**src/pdp8_pkg.sv**
```systemverilog
// Word width, two-view instruction word, opcodes and datapath control codes
package pdp8_pkg;

  localparam int word_w = 12;

  // One instruction word, read either as a memory reference or as an operate
  typedef union packed {
    struct packed {
      logic [2:0] opcode;
      logic       indirect;
      logic       current_page;
      logic [6:0] page_offset;
    } mem_ref;
    struct packed {
      logic [2:0] opcode;
      logic       group;      // 0 selects group 1
      logic       cla;
      logic       cll;
      logic       cma;
      logic       cml;
      logic       rar;
      logic       ral;
      logic       bsw;
      logic       iac;
    } operate;
  } instr_word_t;

  localparam logic [2:0] op_and = 3'o0;
  localparam logic [2:0] op_tad = 3'o1;
  localparam logic [2:0] op_isz = 3'o2;
  localparam logic [2:0] op_dca = 3'o3;
  localparam logic [2:0] op_jms = 3'o4;
  localparam logic [2:0] op_jmp = 3'o5;
  localparam logic [2:0] op_iot = 3'o6;
  localparam logic [2:0] op_opr = 3'o7;

  localparam logic [word_w-1:0] halt_word = 12'o7402;

  localparam logic [2:0] ac_nc        = 3'd0;
  localparam logic [2:0] ac_and       = 3'd1;
  localparam logic [2:0] ac_tad       = 3'd2;
  localparam logic [2:0] ac_dca_clear = 3'd3;
  localparam logic [2:0] ac_group1    = 3'd4;
  localparam logic [2:0] ac_clear_all = 3'd5; // AC, link and MB

  localparam logic [1:0] mb_nc   = 2'd0;
  localparam logic [1:0] mb_load = 2'd1;
  localparam logic [1:0] mb_inc  = 2'd2;

  localparam logic [1:0] wd_ac = 2'd0;
  localparam logic [1:0] wd_mb = 2'd1;
  localparam logic [1:0] wd_pc = 2'd2;

  localparam logic [2:0] pc_nc     = 3'd0;
  localparam logic [2:0] pc_inc    = 3'd1;
  localparam logic [2:0] pc_sr     = 3'd2;
  localparam logic [2:0] pc_ea     = 3'd3;
  localparam logic [2:0] pc_ea_inc = 3'd4;
  localparam logic [2:0] pc_clear  = 3'd5;

  localparam logic [1:0] ea_nc       = 2'd0;
  localparam logic [1:0] ea_direct   = 2'd1;
  localparam logic [1:0] ea_indirect = 2'd2;

  localparam logic ad_pc = 1'b0;
  localparam logic ad_ea = 1'b1;

endpackage

```
**src/acc_unit.sv**
```systemverilog
// Accumulator, link and memory buffer with the memory write-data register
`timescale 1ns/1ps

module acc_unit import pdp8_pkg::*; (
  input  logic              clock,
  input  logic              resetN,
  input  logic [2:0]        ac_op,
  input  logic [1:0]        mb_op,
  input  logic [1:0]        wd_sel,
  input  logic [word_w-1:0] mem_rdata,
  input  logic [word_w-1:0] pc,
  input  logic              g1_cla,
  input  logic              g1_cll,
  input  logic              g1_cma,
  input  logic              g1_cml,
  input  logic              g1_iac,
  output logic [word_w-1:0] ac,
  output logic              link,
  output logic              mb_zero,
  output logic [word_w-1:0] mem_wdata
);

  logic [word_w-1:0] mb;
  logic [word_w:0]   tad_sum;
  logic [word_w:0]   g1_sum;
  logic [word_w-1:0] g1_ac;
  logic              g1_link;

  assign tad_sum = {1'b0, ac} + {1'b0, mb};
  assign mb_zero = (mb == '0);

  // Group 1 in order CLA, CLL, CMA, CML, IAC
  always_comb begin
    g1_ac   = g1_cla ? '0 : ac;
    g1_link = g1_cll ? 1'b0 : link;
    g1_ac   = g1_cma ? ~g1_ac : g1_ac;
    g1_link = g1_cml ? ~g1_link : g1_link;
    g1_sum  = {1'b0, g1_ac} + g1_iac;
    g1_ac   = g1_sum[word_w-1:0];
    g1_link = g1_link ^ g1_sum[word_w];   // Carry out flips the link
  end

  always_ff @(posedge clock, negedge resetN) begin
    if (!resetN) begin
      ac   <= '0;
      link <= 1'b0;
    end else begin
      case (ac_op)
        ac_and:       ac <= ac & mb;
        ac_tad: begin
          ac   <= tad_sum[word_w-1:0];
          link <= link ^ tad_sum[word_w];
        end
        ac_dca_clear: ac <= '0;
        ac_group1: begin
          ac   <= g1_ac;
          link <= g1_link;
        end
        ac_clear_all: begin
          ac   <= '0;
          link <= 1'b0;
        end
        default: ;
      endcase
    end
  end

  always_ff @(posedge clock) begin
    if (ac_op == ac_clear_all)
      mb <= '0;
    else if (mb_op == mb_load)
      mb <= mem_rdata;
    else if (mb_op == mb_inc)
      mb <= mb + 1'b1;              // ISZ
  end

  always_ff @(posedge clock) begin
    case (wd_sel)
      wd_mb:   mem_wdata <= mb;
      wd_pc:   mem_wdata <= pc;
      default: mem_wdata <= ac;
    endcase
  end

endmodule

```
**src/addr_unit.sv**
```systemverilog
// Program counter, effective address and the memory address register
`timescale 1ns/1ps

module addr_unit import pdp8_pkg::*; (
  input  logic              clock,
  input  logic              resetN,
  input  logic [2:0]        pc_op,
  input  logic [1:0]        ea_op,
  input  logic              ad_sel,
  input  logic              current_page,
  input  logic [6:0]        page_offset,
  input  logic [word_w-1:0] mem_rdata,
  input  logic [word_w-1:0] switch_reg,
  output logic [word_w-1:0] pc,
  output logic [word_w-1:0] mem_address
);

  localparam int off_w = $bits(page_offset);

  logic [word_w-1:0] ea;
  logic [word_w-1:0] ea_direct_addr;

  // Current page uses the PC after the fetch increment
  assign ea_direct_addr = current_page ? {pc[word_w-1:off_w], page_offset}
                                       : word_w'(page_offset);

  always_ff @(posedge clock, negedge resetN) begin
    if (!resetN)
      pc <= '0;
    else begin
      case (pc_op)
        pc_inc:    pc <= pc + 1'b1;
        pc_sr:     pc <= switch_reg;
        pc_ea:     pc <= ea;
        pc_ea_inc: pc <= ea + 1'b1;   // JMS return slot skipped
        pc_clear:  pc <= '0;
        default: ;
      endcase
    end
  end

  always_ff @(posedge clock) begin
    if (ea_op == ea_direct)
      ea <= ea_direct_addr;
    else if (ea_op == ea_indirect)
      ea <= mem_rdata;            // One level of indirection
  end

  // Held stable through each strobe
  always_ff @(posedge clock) begin
    mem_address <= (ad_sel == ad_ea) ? ea : pc;
  end

endmodule

```
**src/cpu_sequencer.sv**
```systemverilog
// Control FSM for init, panel load, fetch, addressing, execute and halt
`timescale 1ns/1ps

module cpu_sequencer import pdp8_pkg::*; (
  input  logic       clock,
  input  logic       resetN,
  input  logic       run,
  input  logic       step,
  input  logic       loadpc,
  input  logic       mem_finished,
  input  logic [2:0] opcode,
  input  logic       indirect,
  input  logic       is_halt,
  input  logic       mb_zero,
  output logic       load_ir,
  output logic [2:0] ac_op,
  output logic [1:0] mb_op,
  output logic [1:0] wd_sel,
  output logic [2:0] pc_op,
  output logic [1:0] ea_op,
  output logic       ad_sel,
  output logic       mem_read,
  output logic       mem_write,
  output logic       cpu_idle,
  output logic       halt
);

  localparam logic [4:0]
    st_reset      = 5'd0,
    st_init       = 5'd1,
    st_idle       = 5'd2,
    st_ldpc       = 5'd3,
    st_fetch_addr = 5'd4,
    st_fetch_read = 5'd5,
    st_decode     = 5'd6,
    st_ea_calc    = 5'd7,
    st_ind_addr   = 5'd8,
    st_ind_read   = 5'd9,
    st_rd_addr    = 5'd10,
    st_rd_wait    = 5'd11,
    st_wr_addr    = 5'd12,
    st_wr_wait    = 5'd13,
    st_and_exec   = 5'd14,
    st_tad_exec   = 5'd15,
    st_isz_inc    = 5'd16,
    st_isz_skip   = 5'd17,
    st_dca_clear  = 5'd18,
    st_jms_jump   = 5'd19,
    st_jmp_exec   = 5'd20,
    st_opr_exec   = 5'd21,
    st_halt       = 5'd22;

  logic [4:0] state;
  logic [4:0] next_state;
  logic [4:0] ea_target;
  logic [1:0] wr_data;

  always_ff @(posedge clock, negedge resetN) begin
    if (!resetN)
      state <= st_reset;
    else
      state <= next_state;
  end

  // First state once the effective address is known
  always_comb begin
    case (opcode)
      op_and, op_tad, op_isz: ea_target = st_rd_addr;
      op_dca, op_jms:         ea_target = st_wr_addr;
      default:                ea_target = st_jmp_exec;
    endcase
  end

  assign wr_data = (opcode == op_dca) ? wd_ac : (opcode == op_jms) ? wd_pc : wd_mb;

  always_comb begin
    next_state = state;
    case (state)
      st_reset:      next_state = st_init;
      st_init:       next_state = st_idle;
      st_idle: begin
        if (run || step)
          next_state = st_fetch_addr;
        else if (loadpc)
          next_state = st_ldpc;
      end
      st_fetch_addr: next_state = st_fetch_read;
      st_fetch_read: if (mem_finished) next_state = st_decode;
      st_decode: begin
        if (is_halt)
          next_state = st_halt;
        else if (opcode == op_opr)
          next_state = st_opr_exec;
        else if (opcode == op_iot)
          next_state = st_idle;          // IOT is a no-op
        else
          next_state = st_ea_calc;
      end
      st_ea_calc:    next_state = indirect ? st_ind_addr : ea_target;
      st_ind_addr:   next_state = st_ind_read;
      st_ind_read:   if (mem_finished) next_state = ea_target;
      st_rd_addr:    next_state = st_rd_wait;
      st_rd_wait: begin
        if (mem_finished)
          next_state = (opcode == op_and) ? st_and_exec :
                       (opcode == op_tad) ? st_tad_exec : st_isz_inc;
      end
      st_isz_inc:    next_state = st_wr_addr;
      st_wr_addr:    next_state = st_wr_wait;
      st_wr_wait: begin
        if (mem_finished)
          next_state = (opcode == op_isz) ? st_isz_skip :
                       (opcode == op_dca) ? st_dca_clear : st_jms_jump;
      end
      st_halt:       if (!run) next_state = st_idle;
      default:       next_state = st_idle;   // Last cycle of an instruction
    endcase
  end

  always_comb begin
    load_ir   = 1'b0;
    ac_op     = ac_nc;
    mb_op     = mb_nc;
    wd_sel    = wd_ac;
    pc_op     = pc_nc;
    ea_op     = ea_nc;
    ad_sel    = ad_pc;
    mem_read  = 1'b0;
    mem_write = 1'b0;
    cpu_idle  = 1'b0;
    halt      = 1'b0;
    case (state)
      st_init: begin
        ac_op = ac_clear_all;
        ea_op = ea_direct;              // IR is zero here, so EA clears
        pc_op = pc_clear;
      end
      st_idle:       cpu_idle = 1'b1;
      st_ldpc:       pc_op = pc_sr;
      st_fetch_read: begin
        mem_read = 1'b1;
        if (mem_finished) begin
          load_ir = 1'b1;
          pc_op   = pc_inc;
        end
      end
      st_ea_calc:    ea_op = ea_direct;
      st_ind_addr:   ad_sel = ad_ea;
      st_ind_read: begin
        ad_sel   = ad_ea;
        mem_read = 1'b1;
        if (mem_finished)
          ea_op = ea_indirect;
      end
      st_rd_addr:    ad_sel = ad_ea;
      st_rd_wait: begin
        ad_sel   = ad_ea;
        mem_read = 1'b1;
        if (mem_finished)
          mb_op = mb_load;
      end
      st_wr_addr: begin
        ad_sel = ad_ea;
        wd_sel = wr_data;
      end
      st_wr_wait: begin
        ad_sel    = ad_ea;
        wd_sel    = wr_data;
        mem_write = 1'b1;
      end
      st_and_exec:   ac_op = ac_and;
      st_tad_exec:   ac_op = ac_tad;
      st_isz_inc:    mb_op = mb_inc;
      st_isz_skip:   if (mb_zero) pc_op = pc_inc;
      st_dca_clear:  ac_op = ac_dca_clear;
      st_jms_jump:   pc_op = pc_ea_inc;
      st_jmp_exec:   pc_op = pc_ea;
      st_opr_exec:   ac_op = ac_group1;
      st_halt:       halt = 1'b1;
      default: ;
    endcase
  end

endmodule

```
**src/instr_decode.sv**
```systemverilog
// Instruction register with memory-reference and group-1 operate decode
`timescale 1ns/1ps

module instr_decode import pdp8_pkg::*; (
  input  logic              clock,
  input  logic              resetN,
  input  logic              load_ir,
  input  logic [word_w-1:0] mem_rdata,
  output logic [2:0]        opcode,
  output logic              indirect,
  output logic              current_page,
  output logic [6:0]        page_offset,
  output logic              is_halt,
  output logic              g1_cla,
  output logic              g1_cll,
  output logic              g1_cma,
  output logic              g1_cml,
  output logic              g1_iac
);

  instr_word_t ir;
  logic        is_group1;

  always_ff @(posedge clock, negedge resetN) begin
    if (!resetN)
      ir <= '0;               // Zero offset lets init clear EA
    else if (load_ir)
      ir <= mem_rdata;
  end

  assign opcode       = ir.mem_ref.opcode;
  assign indirect     = ir.mem_ref.indirect;
  assign current_page = ir.mem_ref.current_page;
  assign page_offset  = ir.mem_ref.page_offset;

  assign is_group1 = (ir.operate.opcode == op_opr) && !ir.operate.group;
  assign is_halt   = (ir == halt_word);

  // Group 2 and 3 words leave these low and run as no-ops
  assign g1_cla = is_group1 & ir.operate.cla;
  assign g1_cll = is_group1 & ir.operate.cll;
  assign g1_cma = is_group1 & ir.operate.cma;
  assign g1_cml = is_group1 & ir.operate.cml;
  assign g1_iac = is_group1 & ir.operate.iac;

endmodule

```
**src/pdp8_core.sv**
```systemverilog
// Processor top level: decode, sequencer, accumulator and address units
`timescale 1ns/1ps

module pdp8_core import pdp8_pkg::*; (
  input  logic              clock,
  input  logic              resetN,
  input  logic              run,
  input  logic              step,
  input  logic              loadpc,
  input  logic [word_w-1:0] switch_reg,
  input  logic [word_w-1:0] mem_rdata,
  input  logic              mem_finished,
  output logic [word_w-1:0] mem_address,
  output logic [word_w-1:0] mem_wdata,
  output logic              mem_read,
  output logic              mem_write,
  output logic [word_w-1:0] ac,
  output logic              link,
  output logic [word_w-1:0] pc,
  output logic              cpu_idle,
  output logic              halt
);

  logic [2:0] opcode;
  logic       indirect;
  logic       current_page;
  logic [6:0] page_offset;
  logic       is_halt;
  logic       g1_cla;
  logic       g1_cll;
  logic       g1_cma;
  logic       g1_cml;
  logic       g1_iac;
  logic       mb_zero;
  logic       load_ir;
  logic [2:0] ac_op;
  logic [1:0] mb_op;
  logic [1:0] wd_sel;
  logic [2:0] pc_op;
  logic [1:0] ea_op;
  logic       ad_sel;

  instr_decode decode0 (
    .clock, .resetN, .load_ir, .mem_rdata,
    .opcode, .indirect, .current_page, .page_offset, .is_halt,
    .g1_cla, .g1_cll, .g1_cma, .g1_cml, .g1_iac
  );

  cpu_sequencer seq0 (
    .clock, .resetN, .run, .step, .loadpc, .mem_finished,
    .opcode, .indirect, .is_halt, .mb_zero,
    .load_ir, .ac_op, .mb_op, .wd_sel, .pc_op, .ea_op, .ad_sel,
    .mem_read, .mem_write, .cpu_idle, .halt
  );

  acc_unit acc0 (
    .clock, .resetN, .ac_op, .mb_op, .wd_sel, .mem_rdata, .pc,
    .g1_cla, .g1_cll, .g1_cma, .g1_cml, .g1_iac,
    .ac, .link, .mb_zero, .mem_wdata
  );

  addr_unit addr0 (
    .clock, .resetN, .pc_op, .ea_op, .ad_sel, .current_page, .page_offset,
    .mem_rdata, .switch_reg, .pc, .mem_address
  );

endmodule

```
**config.mk**
```make
export PLATFORM = sky130hd
export DESIGN_NAME = pdp8_core
export DESIGN_NICKNAME = d
export VERILOG_FILES = /design/src/pdp8_pkg.sv /design/src/acc_unit.sv /design/src/addr_unit.sv /design/src/cpu_sequencer.sv /design/src/instr_decode.sv /design/src/pdp8_core.sv
export SDC_FILE = /design/constraint.sdc
export NUM_CORES = 1
export LEC_CHECK = 0
export BUFFER_PORTS_ARGS = -buffer_cell sky130_fd_sc_hd__buf_2
export CORE_ASPECT_RATIO = 2
export CORE_MARGIN = 2
export CORE_UTILIZATION = 31
export CTS_CLUSTER_SIZE = 28
export DETAILED_ROUTE_END_ITERATION = 10
export GPL_ROUTABILITY_DRIVEN = 0
export PLACE_DENSITY = 0.53
export SETUP_SLACK_MARGIN = 0.2
export SLEW_MARGIN = 20
export SYNTH_ARGS = -nofsm -noshare
export SYNTH_HDL_FRONTEND = slang
export SYNTH_SLANG_ARGS = --single-unit
```
**constraint.sdc**
```tcl
create_clock -name clock -period 4.9 [get_ports clock]
set_input_delay 0.245 -clock clock [delete_from_list [all_inputs] [get_ports clock]]
set_output_delay 0.245 -clock clock [all_outputs]
set_load 0.02 [all_outputs]
```
After elaboration in Yosys (flattened, before gate mapping)
Index checks and enable logic that the tools add are counted.
{ "totals": {"in_bits": 30, "out_inout_bits": 53, "register_bits": 90, "wordCells": 143} }
{ "classes": {"bitwise": 10, "n_addsub": 5, "eq_ne": 51, "n_mux": 49, "n_reduce_logical": 19} }
{ "op_table": {"columns": ["operator", "count"], "rows": [
  ["two-way mux 12 bit", 8],
  ["case mux 5 bit (14 select lines)", 1],
  ["two-way mux 5 bit", 13],
  ["case mux 12 bit (5 select lines)", 1],
  ["case mux 12 bit (4 select lines)", 1],
  ["== test 5 x 4 -> 1 bit (second input constant)", 8],
  ["adder 12 x 1 -> 12 bit (second input constant)", 3],
  ["== test 5 bit (second input constant)", 7],
  ["case mux 12 bit (2 select lines)", 1],
  ["== test 3 bit (second input constant)", 7],
  ["== test 5 x 3 -> 1 bit (second input constant)", 4],
  ["== test 3 x 2 -> 1 bit (second input constant)", 6],
  ["case mux 3 bit (6 select lines)", 1],
  ["case mux 3 bit (5 select lines)", 1],
  ["adder 12 x 1 -> 13 bit", 1],
  ["adder 12 x 12 -> 13 bit", 1],
  ["two-way mux 1 bit", 13],
  ["bitwise AND 12 bit", 1],
  ["== test 12 bit (second input constant)", 1],
  ["zero test 12 bit", 1],
  ["inverter 12 bit", 1],
  ["== test 5 x 2 -> 1 bit (second input constant)", 2],
  ["inequality test 2 bit (second input constant)", 5],
  ["case mux 5 bit (2 select lines)", 1],
  ["other kinds (25)", 45]
]} }

Longest topological paths before layout
{ "depth": {"ltp_word": 9, "ltp_mapped": 13, "mapped_depth_nobuf": 11} }

Hierarchy
Synthesis repeated with hierarchy kept, for this count alone.
{ "hier_totals": {"cells_unflattened": 830, "hier_area_um2": 6912.9} }
{ "by_module_without_submodules": {"columns": ["module", "area_per_inst_um2", "cells_per_inst", "n_inst", "seq_area_each_um2"], "rows": [
  ["acc_unit", 3185.6, 409, 1, 805.8],
  ["addr_unit", 2371.0, 254, 1, 900.9],
  ["cpu_sequencer", 839.6, 131, 1, 125.1],
  ["instr_decode", 516.7, 36, 1, 300.3]
]} }

Worst setup path after synthesis
Ideal clock, no wire load.
{ "synth_path": {"path_kind": "reg-to-reg", "startpoint": "reg decode0.ir[7] (netlist bit)", "endpoint": "reg acc0.link", "required_time_ns": 4.804, "slack_ns": 2.145, "t_arrival_ns": 2.659, "stages_incl_launch_ff": 13, "cell_sequence": "dfrtp_1 clkbuf_1 buf_1 nand2_1 nand2_1 xnor2_1 ha_1 ha_1 inv_1 a221oi_4 nand3b_4 mux2_4 o32ai_2"} }
{ "synth_between": {"elab_chain_len": 7} }
{ "synth_rtl": {"columns": ["element", "line", "rtl"], "rows": [
  ["start: declaration", "instr_decode.sv:21", "instr_word_t ir;"],
  ["start signal: assignment", "instr_decode.sv:28", "ir <= mem_rdata;"],
  ["bitwise AND 1 bit (*)", "instr_decode.sv:40", "assign g1_cla = is_group1 & ir.operate.cla;"],
  ["two-way mux 12 bit (*)", "acc_unit.sv:34", "g1_ac = g1_cla ? '0 : ac;"],
  ["inverter 12 bit", "acc_unit.sv:36", "g1_ac = g1_cma ? ~g1_ac : g1_ac;"],
  ["two-way mux 12 bit (*)", "acc_unit.sv:36", null],
  ["adder 12 x 1 -> 13 bit (*)", "acc_unit.sv:38", "g1_sum = {1'b0, g1_ac} + g1_iac;"],
  ["XOR 1 bit (*)", "acc_unit.sv:40", "g1_link = g1_link ^ g1_sum[word_w];"],
  ["case mux 1 bit (3 select lines) (*)", "acc_unit.sv:48", "case (ac_op)"],
  ["end signal: assignment", "acc_unit.sv:52", "link <= link ^ tad_sum[word_w];"],
  ["end signal: assignment", "acc_unit.sv:57", "link <= g1_link;"],
  ["end: declaration", "acc_unit.sv:18", "output logic link,"]
]} }
Every way passes the cells marked *; elsewhere a longest branch is shown, timed or not.
A chain may end at the register's enable or synchronous reset.

Worst setup path after layout
{ "layout_path": {"startpoint": "reg decode0.ir[11] (netlist bit)", "endpoint": "reg acc0.link"} }
{ "layout_between": {"elab_chain_len": 9, "elab_cells_between_ends": 16, "classes_between": "add/sub: 1; eq/ne: 1; mux: 5; bitwise: 8; reduce/logical: 1"} }
{ "layout_rtl": {"columns": ["element", "line", "rtl"], "rows": [
  ["== test 3 bit (*)", "instr_decode.sv:36", "assign is_group1 = (ir.operate.opcode == op_opr) && !ir.operate.group;"],
  ["logical AND 1 bit (*)", "instr_decode.sv:36", null],
  ["bitwise AND 1 bit", "instr_decode.sv:40", null],
  ["two-way mux 12 bit", "acc_unit.sv:34", null],
  ["inverter 12 bit", "acc_unit.sv:36", null],
  ["two-way mux 12 bit", "acc_unit.sv:36", null],
  ["adder 12 x 1 -> 13 bit", "acc_unit.sv:38", null],
  ["XOR 1 bit (*)", "acc_unit.sv:40", null],
  ["case mux 1 bit (3 select lines) (*)", "acc_unit.sv:48", null]
]} }
Marks and branches as above.

==> metrics.md <==
| Metric | Value |
|---|---|
| Status | `finished, final reports clean` |
| Clock share of power | `between 15 and 20%` |
| First-pass GRT wire length | `34700 um` |
| CTS Root Cell | `clkbuf_16` |
| GR Overflow Total | `0` |
| N_diodes | `0` |
| Syn. warnings | `0` |
| P_int | `2.31 mW` |
| Final Slew Violations | `0` |
| Post-route DRC | `0` |
| Initial antenna violation count | `0` |
| DRT iter0 DRCs | `approximately 600` |
| Cell accounting for the most synthesized area | `dfrtp_1` |
| Slew headroom | `between 20% and 30%` |
| ANT nets after route | `0` |
| IO Port Bufs | `82` |
| Logic pwr share | `a little under half` |
| Leak pwr | `just under 3 nW` |
| M2 GR Usage | `roughly a third` |
| Syn nets | `847` |
| CP Data Arrival Time | `3.62 ns` |
| Routed len/inst | `~20 um` |
| Sequential share of the synthesized area | `between 30 and 40%` |
| Min-Delay Endpoint | `decode0.ir[0]$_DFFE_PN0P_` |
| R2R setup slack | `1.53 ns` |
| # clock sinks | `90` |
| Starting density of the core | `a little under a third` |
| H-tree depth | `3` |
| Critical R2R Launch | `decode0.ir[11]$_DFFE_PN0P_` |
| Min-delay worst type | `input pin to register` |
| Cell Rows | `75` |
| Req. time, crit path | `about 5.2 ns` |
| Top FF cell, synth | `dfrtp_1` |
| DRT Pass-1 Iters | `7` |
| Setup-failing EPs final | `0` |
| Clk_skew | `between 0.008 and 0.009 ns` |
| Largest net degree at the start of global routing | `43` |
| Number of flops mapped to enable cells by yosys | `12` |
| Clock Latency Late Sink | `0.35 ns` |
| Nets | `between 800 and 900` |
| Grt met1 use | `between 20 and 30%` |
| Syn avg cell area | `a little over 8 um2` |
| Setup crit end kind | `register` |
| Crit Path Class | `register to register` |
| Die height | `~210 um` |
| Layout area overhead | `12.7%` |
| Critical R2R Capture | `acc0.link$_DFFE_PN0P_` |
| Reg clk slew, reported paths | `~0.07 ns` |
| Sequential Power Share | `a little under two fifths` |
| Synth cell types | `80` |
| Postcts setup bufs | `0` |
| Dpl hpwl | `approximately 16000 um` |
| Worst Max-Slew Pin Slew | `~1.1 ns` |
| Vias in the first global route | `slightly above 6000` |
| Worst Reg2Reg Path Length in Cells | `10` |
| WHS | `roughly 0.16 ns` |
| Sw Share | `between 40% and 50%` |
| Startpoint Class | `register` |
| Final-report hold violation count | `0` |
| Num CTS Buffers | `9` |
| Core area | `slightly above 20000 um2` |
| Gr usage total | `between 10% and 20%` |
| Die area | `22200 um2` |
| Psw | `around 2.2 mW` |
| Die width | `between 100 and 150 um` |
| GR peak layer | `met2` |
| Layout cells sized above 1 | `between 10% and 20%` |
| Max-cap violations | `0` |
| Hold Path Depth | `2` |
| Pwr Density | `~610 nW/um2` |
| Final WL | `21900 um` |
| Syn Inst Count | `795` |
| Synth top area cells | `dfrtp_1, dfxtp_1, edfxtp_1, o21ai_0, mux2_2` |
| CTS max path bufs | `2` |
| # IOs | `between 80 and 90` |
| Met3 Usage GRT | `about 1.9%` |
| F_max | `0.297 GHz` |
| Number of synthesized register bits | `90` |
| Unrepaired setup endpoints after global routing | `no` |
| Crit share post-route | `~69%` |
| Fin Setup TNS | `0 ns` |
| Ys async rst share | `46.7%` |
| Max VDD drop | `between 200 and 300 uV` |
| Crit path time final | `3.37 ns` |
| Mapped Area | `between 6000 and 7000 um2` |
| Min-delay src | `mem_rdata[0]` |
| CP Max Fanout | `18` |
| Share of the synthesized area in the top cell type | `~16%` |
| Vias | `around 6400` |
| Vias/cell | `between 5 and 6` |
| TritonCTS clock tree | `done` |
## cell usage in the layout, fill, tap and decap left out, types with 21 or more instances in the layout
master and count:
a22oi_1 21, inv_1 24, dfrtp_1 42, nand2_1 75
nand3_1 27, buf_2 81, ha_1 21, o21ai_0 68
a21oi_1 49, nor2_1 78, mux2_2 28, dfxtp_1 36
## timing repair
action,4_1_cts,5_1_grt
resized for setup,0,0
hold buffers,1,0
endpoints found under the hold margin,42,0
endpoints found under the setup margin,0,0
## power by group through the flow
| stage | Clock (mW) | Sequential, mW | Combinational, mW |
|---|---|---|---|
| after floorplan | 0 | 1.55 | 1.50 |
| after global placement | 0 | 1.66 | 2.09 |
| after detailed placement | 0 | 1.67 | 2.09 |
| after CTS | 0.722 | 1.66 | 2.11 |
| after global routing | 0.750 | 1.73 | 2.33 |
| final | 0.711 | 1.66 | 2.11 |
## flip-flops by register name, summed over array words and instances, names as in the netlist
signal and cells:
acc0.ac 12, acc0.mb 12, acc0.mem_wdata 12, addr0.ea 12
addr0.mem_address 12, addr0.pc 12, decode0.ir 12, seq0.state 5
acc0.link 1
## logic make-up after synthesis
| family | after synthesis | share of synthesized area [%] |
|---|---|---|
| xor gates and xnor gates | 29 | 3.91 |
| buffers and inverters | 84 | 5.30 |
| and+or+nand+nor | 288 | 22.2 |
| DFF | 90 | 32.8 |
| AOI/OAI and AO/OA | 248 | 25.6 |
| muxes | 34 | 5.85 |
| adders and majority gates | 22 | 4.35 |
## how the worst max path moves through the flow
stage / endpoint / slack [ns] / from
5_1_grt: acc0.link$_DFFE_PN0P_ / 1.26 / decode0.ir[11]$_DFFE_PN0P_
4_1_cts: acc0.link$_DFFE_PN0P_ / 1.56 / decode0.ir[11]$_DFFE_PN0P_
2_1_floorplan: acc0.link$_DFFE_PN0P_ / 2.15 / decode0.ir[7]$_DFFE_PN0P_
3_3_place_gp: acc0.link$_DFFE_PN0P_ / 1.70 / decode0.ir[11]$_DFFE_PN0P_
3_5_place_dp: acc0.link$_DFFE_PN0P_ / 1.58 / decode0.ir[11]$_DFFE_PN0P_
6_report: acc0.link$_DFFE_PN0P_ / 1.53 / decode0.ir[11]$_DFFE_PN0P_
## final cells by class
class	instances	area [um2]
timing repair buffer	86	445
multi-input combinational	621	4020
clock buffer	10	229
fill	2176	13400
tap	269	337
sequential	90	2130
inverter	24	90.1
clock inverter	6	67.6
## metal layers
layer / up-vias / wire length (um)
li1: 3034 / -
met1: 3060 / 10000
met2: 232 / 10300
met3: 34 / 1040
met4: 0 / 558
met5: - / 0
## per-stage QoR
stage	power (mW)	utilization (%)	area (um2)	worst slack, ns	instances
after floorplan	3.05	-	6500	2.15	795
after global placement	3.75	33.8	7010	1.70	1089
after detailed placement	3.77	33.8	7020	1.58	1089
after CTS	4.49	35.3	7320	1.56	1106
after global routing	4.81	35.3	7320	1.26	1106
final	4.48	35.3	7320	1.53	1106
## synthesized netlist by cell type, drive strengths merged, types with 3 or more instances
library cell,count
nand3b,8
a31o,5
nand3,27
dfxtp,36
o21ai,68
o21bai,4
a41oi,5
a21oi,49
nand4,8
or3,8
nand2b,8
xnor2,20
nor3b,5
ha,21
o211ai,7
a31oi,11
a221oi,7
a211o,4
o22ai,7
a32oi,3
xor2,9
dfrtp,42
and3,10
nor2,79
edfxtp,12
nor2b,7
a22o,3
a211oi,13
nor3,19
a222oi,9
buf,17
o221ai,3
mux2,29
a22oi,21
nor4,7
and2,8
mux2i,5
and4,4
inv,24
nand2,76
o21a,3
a21o,5
clkbuf,43
## critical path: stages (launching register included)
cell	delay, ns
dfrtp_1	0.63
and4b_4	0.47
and2_1	0.36
xnor2_1	0.17
ha_1	0.22
ha_1	0.24
inv_1	0.13
a221oi_4	0.35
nand3b_4	0.13
mux2_4	0.32
o32ai_2	0.24
Power figures use the tool's default switching activity.
